===== src/source/th_config.svh =====
`ifndef TH_CONFIG_SVH
`define TH_CONFIG_SVH

// Data path widths and test memory size.
`define TH_DATA_W     16
`define TH_ADDR_W     8
`define TH_MEM_DEPTH  256

// Control registers, as word addresses taken from wb_adr_i[21:1].
`define TH_REG_CTRL_0 21'd0
`define TH_REG_CTRL_1 21'd1
`define TH_REG_CTRL_2 21'd2
`define TH_REG_CTRL_3 21'd3
`define TH_REG_CTRL_4 21'd4

// Status words start here and repeat every four words above it.
`define TH_STAT_BASE  21'd8

`endif


===== src/source/th_pkg.sv =====
`default_nettype none

`include "th_config.svh"

package th_pkg;

  // One bus and memory data word.
  typedef logic [`TH_DATA_W-1:0] th_word_t;

  // Word address into the test memory.
  typedef logic [`TH_ADDR_W-1:0] th_addr_t;

  // Error and word counters.
  typedef logic [15:0] th_count_t;

  // Selects the status word returned on reads outside the control registers.
  typedef enum logic [1:0] {
    STAT_FLAGS      = 2'd0,  // Busy, done and pass in bits 2 to 0.
    STAT_ERRORS     = 2'd1,
    STAT_FIRST_FAIL = 2'd2,
    STAT_CHECKED    = 2'd3
  } th_stat_sel_e;

  // Reference pattern, the word address XOR the seed.
  function automatic th_word_t th_pattern(
    input th_addr_t addr,
    input th_word_t seed
  );
    th_word_t word;
    word = th_word_t'(addr) ^ seed;
    return word;
  endfunction

endpackage

`default_nettype wire


===== src/source/th_checker.sv =====
`timescale 1ns/1ps
`default_nettype none

`include "th_config.svh"

module th_checker (
  input  wire                        wb_clk_i,
  input  wire                        wb_rst_i,
  input  wire                        run_i,
  input  wire  th_pkg::th_addr_t     base_i,
  input  wire  [`TH_ADDR_W:0]        len_i,
  input  wire  th_pkg::th_word_t     seed_i,
  input  wire                        gen_done_i,
  input  wire                        gen_busy_i,
  input  wire  th_pkg::th_word_t     mem_rdata_i,
  input  wire  th_pkg::th_stat_sel_e status_sel_i,
  output th_pkg::th_addr_t           mem_raddr_o,
  output th_pkg::th_word_t           status_o
);

  logic                run_q;
  logic                rd_active_q;
  logic [`TH_ADDR_W:0] remain_q;
  th_pkg::th_addr_t    raddr_q;
  logic                cmp_valid_q;
  logic                cmp_last_q;
  th_pkg::th_addr_t    cmp_addr_q;
  logic                done_q;
  th_pkg::th_count_t   err_cnt_q;
  th_pkg::th_count_t   checked_q;
  th_pkg::th_addr_t    first_fail_q;
  logic                mismatch;
  logic                busy;
  logic                pass;

  assign mismatch = mem_rdata_i != th_pkg::th_pattern(cmp_addr_q, seed_i);

  always_ff @(posedge wb_clk_i) begin
    if (wb_rst_i) begin
      run_q        <= 1'b0;
      rd_active_q  <= 1'b0;
      remain_q     <= '0;
      cmp_valid_q  <= 1'b0;
      cmp_last_q   <= 1'b0;
      done_q       <= 1'b0;
      err_cnt_q    <= '0;
      checked_q    <= '0;
      first_fail_q <= '0;
    end else begin
      run_q       <= run_i;
      cmp_valid_q <= rd_active_q;
      cmp_last_q  <= rd_active_q && (remain_q == '0);
      if (run_i && !run_q) begin
        rd_active_q  <= 1'b0;  // A new run drops the old results.
        done_q       <= 1'b0;
        err_cnt_q    <= '0;
        checked_q    <= '0;
        first_fail_q <= '0;
      end else begin
        if (gen_done_i) begin
          if (len_i == '0) begin
            done_q <= 1'b1;
          end else begin
            rd_active_q <= 1'b1;
          end
          remain_q <= len_i - 1'b1;
        end else if (rd_active_q) begin
          if (remain_q == '0) begin
            rd_active_q <= 1'b0;
          end else begin
            remain_q <= remain_q - 1'b1;
          end
        end
        if (cmp_valid_q) begin
          checked_q <= checked_q + 1'b1;
          if (mismatch) begin
            err_cnt_q <= err_cnt_q + 1'b1;
            if (err_cnt_q == '0) begin
              first_fail_q <= cmp_addr_q;
            end
          end
          if (cmp_last_q) begin
            done_q <= 1'b1;
          end
        end
      end
    end
  end

  // Read address pipe, one step ahead of the compare stage.
  always_ff @(posedge wb_clk_i) begin
    if (gen_done_i) begin
      raddr_q <= base_i;
    end else if (rd_active_q) begin
      raddr_q <= raddr_q + 1'b1;
    end
    cmp_addr_q <= raddr_q;
  end

  assign mem_raddr_o = raddr_q;

  assign busy = gen_busy_i | rd_active_q | cmp_valid_q;
  assign pass = done_q && (err_cnt_q == '0);

  always_comb begin
    case (status_sel_i)
      th_pkg::STAT_FLAGS:      status_o = {13'd0, busy, done_q, pass};
      th_pkg::STAT_ERRORS:     status_o = err_cnt_q;
      th_pkg::STAT_FIRST_FAIL: status_o = th_pkg::th_word_t'(first_fail_q);
      default:                 status_o = checked_q;
    endcase
  end

endmodule

`default_nettype wire


===== src/source/th_pattern_gen.sv =====
`timescale 1ns/1ps
`default_nettype none

`include "th_config.svh"

module th_pattern_gen (
  input  wire                    wb_clk_i,
  input  wire                    wb_rst_i,
  input  wire                    run_i,
  input  wire                    inject_i,
  input  wire  th_pkg::th_addr_t base_i,
  input  wire  [`TH_ADDR_W:0]    len_i,
  input  wire  th_pkg::th_word_t seed_i,
  input  wire  th_pkg::th_addr_t inject_addr_i,
  output logic                   mem_we_o,
  output th_pkg::th_addr_t       mem_waddr_o,
  output th_pkg::th_word_t       mem_wdata_o,
  output logic                   gen_done_o,
  output logic                   busy_o
);

  logic                  run_q;
  logic                  run_rise;
  logic                  we_q;
  logic                  done_q;
  logic [`TH_ADDR_W:0]   remain_q;
  th_pkg::th_addr_t      waddr_q;
  logic                  flip;

  assign run_rise = run_i & ~run_q;

  always_ff @(posedge wb_clk_i) begin
    if (wb_rst_i) begin
      run_q    <= 1'b0;
      we_q     <= 1'b0;
      done_q   <= 1'b0;
      remain_q <= '0;
    end else begin
      run_q  <= run_i;
      done_q <= 1'b0;
      if (run_rise) begin
        if (len_i == '0) begin
          done_q <= 1'b1;  // Nothing to write, finish at once.
        end else begin
          we_q <= 1'b1;
        end
        remain_q <= len_i - 1'b1;
      end else if (we_q) begin
        if (remain_q == '0) begin
          we_q   <= 1'b0;
          done_q <= 1'b1;
        end else begin
          remain_q <= remain_q - 1'b1;
        end
      end
    end
  end

  always_ff @(posedge wb_clk_i) begin
    if (run_rise) begin
      waddr_q <= base_i;
    end else if (we_q) begin
      waddr_q <= waddr_q + 1'b1;  // Wraps at the top of memory.
    end
  end

  assign flip = inject_i && (waddr_q == inject_addr_i);

  assign mem_we_o    = we_q;
  assign mem_waddr_o = waddr_q;
  assign mem_wdata_o = th_pkg::th_pattern(waddr_q, seed_i) ^ th_pkg::th_word_t'(flip);
  assign gen_done_o  = done_q;
  assign busy_o      = we_q | done_q;  // Covers the handover cycle to the checker.

endmodule

`default_nettype wire


===== src/source/th_test_mem.sv =====
`timescale 1ns/1ps
`default_nettype none

`include "th_config.svh"

module th_test_mem (
  input  wire                    wb_clk_i,
  input  wire                    we_i,
  input  wire  th_pkg::th_addr_t waddr_i,
  input  wire  th_pkg::th_word_t wdata_i,
  input  wire  th_pkg::th_addr_t raddr_i,
  output th_pkg::th_word_t       rdata_o
);

  // Stands in for the DRAM array.
  th_pkg::th_word_t mem [`TH_MEM_DEPTH];

  always_ff @(posedge wb_clk_i) begin
    if (we_i) begin
      mem[waddr_i] <= wdata_i;
    end
  end

  always_ff @(posedge wb_clk_i) begin
    rdata_o <= mem[raddr_i];  // One cycle of read latency.
  end

endmodule

`default_nettype wire


===== src/source/th_top.sv =====
`timescale 1ns/1ps
`default_nettype none

`include "th_config.svh"

module th_top (
  input  wire                    wb_clk_i,
  input  wire                    wb_rst_i,
  input  wire                    wb_we_i,
  input  wire                    wb_cyc_i,
  input  wire                    wb_stb_i,
  input  wire  [1:0]             wb_sel_i,
  input  wire  [31:0]            wb_adr_i,
  input  wire  th_pkg::th_word_t wb_dat_i,
  output th_pkg::th_word_t       wb_dat_o,
  output logic                   wb_ack_o
);

  logic                 run;
  logic                 inject;
  th_pkg::th_addr_t     base;
  logic [`TH_ADDR_W:0]  len;
  th_pkg::th_word_t     seed;
  th_pkg::th_addr_t     inject_addr;
  th_pkg::th_stat_sel_e status_sel;
  th_pkg::th_word_t     status;

  logic                 mem_we;
  th_pkg::th_addr_t     mem_waddr;
  th_pkg::th_word_t     mem_wdata;
  th_pkg::th_addr_t     mem_raddr;
  th_pkg::th_word_t     mem_rdata;
  logic                 gen_done;
  logic                 gen_busy;

  th_wb_regs u_regs (
    .wb_clk_i      (wb_clk_i),
    .wb_rst_i      (wb_rst_i),
    .wb_we_i       (wb_we_i),
    .wb_cyc_i      (wb_cyc_i),
    .wb_stb_i      (wb_stb_i),
    .wb_sel_i      (wb_sel_i),
    .wb_adr_i      (wb_adr_i),
    .wb_dat_i      (wb_dat_i),
    .status_i      (status),
    .wb_dat_o      (wb_dat_o),
    .wb_ack_o      (wb_ack_o),
    .run_o         (run),
    .inject_o      (inject),
    .base_o        (base),
    .len_o         (len),
    .seed_o        (seed),
    .inject_addr_o (inject_addr),
    .status_sel_o  (status_sel)
  );

  th_pattern_gen u_gen (
    .wb_clk_i      (wb_clk_i),
    .wb_rst_i      (wb_rst_i),
    .run_i         (run),
    .inject_i      (inject),
    .base_i        (base),
    .len_i         (len),
    .seed_i        (seed),
    .inject_addr_i (inject_addr),
    .mem_we_o      (mem_we),
    .mem_waddr_o   (mem_waddr),
    .mem_wdata_o   (mem_wdata),
    .gen_done_o    (gen_done),
    .busy_o        (gen_busy)
  );

  th_test_mem u_mem (
    .wb_clk_i (wb_clk_i),
    .we_i     (mem_we),
    .waddr_i  (mem_waddr),
    .wdata_i  (mem_wdata),
    .raddr_i  (mem_raddr),
    .rdata_o  (mem_rdata)
  );

  th_checker u_chk (
    .wb_clk_i     (wb_clk_i),
    .wb_rst_i     (wb_rst_i),
    .run_i        (run),
    .base_i       (base),
    .len_i        (len),
    .seed_i       (seed),
    .gen_done_i   (gen_done),
    .gen_busy_i   (gen_busy),
    .mem_rdata_i  (mem_rdata),
    .status_sel_i (status_sel),
    .mem_raddr_o  (mem_raddr),
    .status_o     (status)
  );

endmodule

`default_nettype wire


===== src/source/th_wb_regs.sv =====
`timescale 1ns/1ps
`default_nettype none

`include "th_config.svh"

module th_wb_regs (
  input  wire                   wb_clk_i,
  input  wire                   wb_rst_i,
  input  wire                   wb_we_i,
  input  wire                   wb_cyc_i,
  input  wire                   wb_stb_i,
  input  wire  [1:0]            wb_sel_i,
  input  wire  [31:0]           wb_adr_i,
  input  wire  th_pkg::th_word_t wb_dat_i,
  input  wire  th_pkg::th_word_t status_i,
  output th_pkg::th_word_t      wb_dat_o,
  output logic                  wb_ack_o,
  output logic                  run_o,
  output logic                  inject_o,
  output th_pkg::th_addr_t      base_o,
  output logic [`TH_ADDR_W:0]   len_o,
  output th_pkg::th_word_t      seed_o,
  output th_pkg::th_addr_t      inject_addr_o,
  output th_pkg::th_stat_sel_e  status_sel_o
);

  logic             req;
  logic             wr_hit;
  logic [2:0]       wr_idx;
  logic [20:0]      adr_q;
  th_pkg::th_word_t ctrl_q [5];

  assign req = wb_cyc_i & wb_stb_i & ~wb_ack_o;  // Ack low keeps it to one beat.

  // Write decode on the live request address.
  always_comb begin
    wr_hit = 1'b1;
    wr_idx = 3'd0;
    case (wb_adr_i[21:1])
      `TH_REG_CTRL_0: wr_idx = 3'd0;
      `TH_REG_CTRL_1: wr_idx = 3'd1;
      `TH_REG_CTRL_2: wr_idx = 3'd2;
      `TH_REG_CTRL_3: wr_idx = 3'd3;
      `TH_REG_CTRL_4: wr_idx = 3'd4;
      default:        wr_hit = 1'b0;
    endcase
  end

  always_ff @(posedge wb_clk_i) begin
    if (wb_rst_i) begin
      wb_ack_o <= 1'b0;
      for (int i = 0; i < 5; i++) begin
        ctrl_q[i] <= '0;
      end
    end else begin
      wb_ack_o <= req;
      if (req && wb_we_i && wr_hit) begin
        if (wb_sel_i[0]) begin
          ctrl_q[wr_idx][7:0] <= wb_dat_i[7:0];
        end
        if (wb_sel_i[1]) begin
          ctrl_q[wr_idx][15:8] <= wb_dat_i[15:8];
        end
      end
    end
  end

  always_ff @(posedge wb_clk_i) begin
    if (req) begin
      adr_q <= wb_adr_i[21:1];  // Steers the read mux on the ack cycle.
    end
  end

  always_comb begin
    case (adr_q)
      `TH_REG_CTRL_0: wb_dat_o = ctrl_q[0];
      `TH_REG_CTRL_1: wb_dat_o = ctrl_q[1];
      `TH_REG_CTRL_2: wb_dat_o = ctrl_q[2];
      `TH_REG_CTRL_3: wb_dat_o = ctrl_q[3];
      `TH_REG_CTRL_4: wb_dat_o = ctrl_q[4];
      default:        wb_dat_o = status_i;
    endcase
  end

  assign status_sel_o = th_pkg::th_stat_sel_e'(adr_q[1:0]);

  assign run_o         = ctrl_q[0][0];
  assign inject_o      = ctrl_q[0][1];
  assign base_o        = ctrl_q[1][`TH_ADDR_W-1:0];
  assign len_o         = ctrl_q[2][`TH_ADDR_W:0];
  assign seed_o        = ctrl_q[3];
  assign inject_addr_o = ctrl_q[4][`TH_ADDR_W-1:0];

endmodule

`default_nettype wire


===== config.mk =====
export PLATFORM = sky130hd
export DESIGN_NAME = th_top
export DESIGN_NICKNAME = d
export VERILOG_FILES = /design/src/source/th_pkg.sv /design/src/source/th_checker.sv /design/src/source/th_pattern_gen.sv /design/src/source/th_test_mem.sv /design/src/source/th_top.sv /design/src/source/th_wb_regs.sv
export VERILOG_INCLUDE_DIRS = /design/src /design/src/source
export SDC_FILE = /design/constraint.sdc
export NUM_CORES = 2
export LEC_CHECK = 0
export BUFFER_PORTS_ARGS = -buffer_cell sky130_fd_sc_hd__buf_2
export CAP_MARGIN = 20
export CORE_ASPECT_RATIO = 1.75
export CORE_MARGIN = 2
export CORE_UTILIZATION = 30
export DETAILED_ROUTE_END_ITERATION = 6
export PLACE_DENSITY = 0.43
export SLEW_MARGIN = 10
export SYNTH_ARGS = -nofsm -noshare
export SYNTH_HDL_FRONTEND = slang
export SYNTH_MEMORY_MAX_BITS = 65536
export SYNTH_SLANG_ARGS = --single-unit

===== constraint.sdc =====
create_clock -name wb_clk_i -period 12.39 [get_ports wb_clk_i]
set_input_delay 0 -clock wb_clk_i [delete_from_list [all_inputs] [get_ports wb_clk_i]]
set_output_delay 0 -clock wb_clk_i [all_outputs]
set_load 0.005 [all_outputs]

==> impl_metrics.ini <==
[worst_setup_path]
timing.critical_path.slowest_cell_delay_ps = 780
cp.arrival_ps = 6440
critPathRequiredTime_ps = 13260
path_cells = buf_12 > buf_4 > buf_4 > and2_4 > buf_4 > a22oi_1 > a21oi_1 > nor2_1 > a221o_1 > o31ai_1
crit_fanout = 53
criticalPathCategory = flop to flop
slowest_stage = a21oi_1
rr_startpoint = u_chk.mem_raddr_o[3]
start_kind = flop
crit_path_end_kind = flop
path_common_cell = buf_4
reg2reg_to = u_mem.rdata_o[15]
reg2reg_depth = 10
rrSetupSlack_ps = 6830

[clocking]
path_clk_slew_ps = 70
cts_buffers = 387
clockRootBuffer = clkbuf_16
cts_resized = 0
cts_num_sinks = 4303
cts_tree = yes
cts_buffer_depth = 4
cts_htree_levels = 5
worstSkewPairLatency_ps = 970

[drt]
drt_pass1_iterations = 6
wl_met3_um = 26900
highest_layer = met5
detail-route-antenna-nets = 0
drt_iter0_drc = 8509
wl_met1_um = 211000
drc_errors = 0
wirelength_um = 579000
via_per_inst = 5.25
wire_per_inst_um = 35.2
dr_wl_met2_um = 308000
via_count = 86262

[global_routing]
grt_overflow = 0
antenna_found_initial = 39
grt_pass1_vias = 89622
grt_max_degree = 193
track_usage = 0.201
grt_pass1_wl_um = 781000

[power]
finalPower_w = 0.0309
power_density_mw_per_mm2 = 160
power.leakage_nw = 60.7
vdd_drop_max_uv = 121

[run]
drv_cap = 0

[finish]
area_delta_synth_final_pct = 15.3
post-route-cell-area_mm2 = 0.193
nets = 8861
final_cell_mix = edfxtp_1, mux4_2, mux2i_1
layout_commonest_cell = edfxtp_1
n_fill_cell = 51966
drive_gt1_frac = 0.251

[die]
core_mm2 = 0.557
die_h_um = 993
dieArea_mm2 = 0.565
io_pins = 72
start_util = 0.301
die_x_um = 569
rows = 363

[timing]
finalHoldViolCount = 0
finalCritPeriodShare = 0.449
period_minus_slack_ps = 5560
max_slew.worst_pin.slew_ps = 1440
setup_viol = 0
max_slew_margin = 0.0423
maxSlewViolCount = 0
max_freq_mhz = 180
rsz0062_at_grt = no
fin_setup_tns_ps = 0
fin_worst_skew_ps = 42.8

[place]
dpl_cell_area_mm2 = 0.180
io_buffers = 60
dp_hpwl_um = 363000
gp_congestion = 0.828

[synth]
ys.flop_type = edfxtp_1
syn-num-nets = 8286
yosysSeqAreaShare = 0.765
syn_area_per_cell_um2 = 20.4
synth-edff-count = 4213
netlist_area_mm2 = 0.168
synthArstFlopShare = 0
synth_cell_types = 82
syn-instance-count = 8220
ys_seq_elements = 4303
yosysWarningCount = 0

[worst_hold_path]
hold_path_end = u_chk.remain_q[3]
hold_class = input pin to flop
hold_path_startpoint = wb_rst_i
holdPathStages = 4

[run_status]
status = finished clean
[power by group]
| part | internal (W) | switching [W] | total, W |
|---|---|---|---|
| Sequential | 0.0162 | 0.0000661 | 0.0163 |
| Clock | 0.00661 | 0.00550 | 0.0121 |
| Combinational | 0.000721 | 0.00182 | 0.00254 |
| Total | 0.0235 | 0.00739 | 0.0309 |
[metal layers]
metal | global-route usage | vias to the layer above
li1 | - | 35403
met1 | 0.229 | 47322
met2 | 0.371 | 2795
met3 | 0.0224 | 736
met4 | 0.0979 | 6
met5 | 0 | -
[Yosys cell counts (all sizes together), types with 21 or more instances]
library cell | number | area [um^2]
nand4 | 32 | 200
a221o | 25 | 250
nor2b | 21 | 131
xnor2 | 34 | 298
o221ai | 66 | 578
mux4 | 814 | 18300
a211oi | 40 | 300
and2 | 101 | 632
nor3 | 72 | 360
a221oi | 81 | 741
mux2i | 513 | 5130
a22oi | 182 | 1370
o21ai | 105 | 526
o22ai | 115 | 719
a22o | 29 | 254
nand3 | 42 | 210
buf | 275 | 2060
a31oi | 43 | 269
or2 | 23 | 144
or3 | 21 | 131
edfxtp | 4213 | 127000
inv | 30 | 113
nand2 | 169 | 634
nor4 | 27 | 175
dfxtp | 90 | 1800
o211ai | 28 | 215
nor2 | 352 | 1320
clkbuf | 216 | 811
mux2 | 46 | 518
a21oi | 195 | 976
xor2 | 30 | 263
o31ai | 25 | 188
[area by class of cell]
class	count	area, um^2	area share
clock buffers	474	10200	0.0527
multi-input cells	3394	37400	0.193
diodes	28	70.1	0.000363
well taps	7300	9130	0.0473
inverters	32	130	0.000674
clock inverters	235	2150	0.0111
flip-flops and latches	4303	128000	0.664
repair buffers	677	5850	0.0303
[per-stage QoR]
stage / std cells / hold slack (ps) / setup WS [ps] / util
after floorplan: 8220 / 98.9 / 3110 / -
after global placement: 15571 / 196 / 6570 / 0.321
after detailed placement: 15608 / 197 / 6550 / 0.323
after CTS: 16403 / 92.5 / 6530 / 0.346
after global routing: 16425 / 168 / 6760 / 0.347
final: 16443 / 170 / 6830 / 0.347
[critical path, delay by kind of cell, from the launching register on]
kind            cells  cell delay (ps)
compound gates      4             1510
flops               1              370
simple gates        2              960
buf+inv             4             2300
[timing repair]
item                       in CTS  in global routing
setup endpoints to repair       0                  0
hold endpoints to repair      211                  0
hold buffers                   86                  0
buffers inserted                0                  0
[state kept, by name, summed over array words and instances, names as in the netlist, 9 cells and up]
register	flops
u_regs.adr_q	21
u_chk.checked_q	16
u_regs.ctrl_q	80
u_mem.mem	4096
u_chk.remain_q	9
u_gen.remain_q	9
u_chk.err_cnt_q	16
u_mem.rdata_o	16
[worst max path at each step]
stage,end,slack (ps),startpoint,cells after the start
floorplan,u_mem.mem[0][0],3110,u_gen.mem_waddr_o[6],5
global placement,u_mem.rdata_o[15],6570,u_chk.mem_raddr_o[3],10
detailed placement,u_mem.rdata_o[15],6550,u_chk.mem_raddr_o[3],10
CTS,u_mem.rdata_o[15],6530,u_chk.mem_raddr_o[3],10
global route,u_mem.rdata_o[15],6760,u_chk.mem_raddr_o[3],10
finish,u_mem.rdata_o[15],6830,u_chk.mem_raddr_o[3],10
[cells by family (layout without fill, tap and decap cells)]
family | Yosys count | in the layout | synth area share
AO/OA/AOI/OAI | 1004 | 1004 | 0.0418
XOR/XNOR | 68 | 68 | 0.00388
AND/OR/NAND/NOR | 938 | 938 | 0.0271
multiplexers | 1373 | 1373 | 0.143
adder cells (fa/ha/maj) | 11 | 11 | 0.000821
flip-flops | 4303 | 4303 | 0.765
other | 0 | 28 | 0
buffers and inverters | 523 | 1418 | 0.0178
No activity file was read; power rests on OpenSTA's default activity.
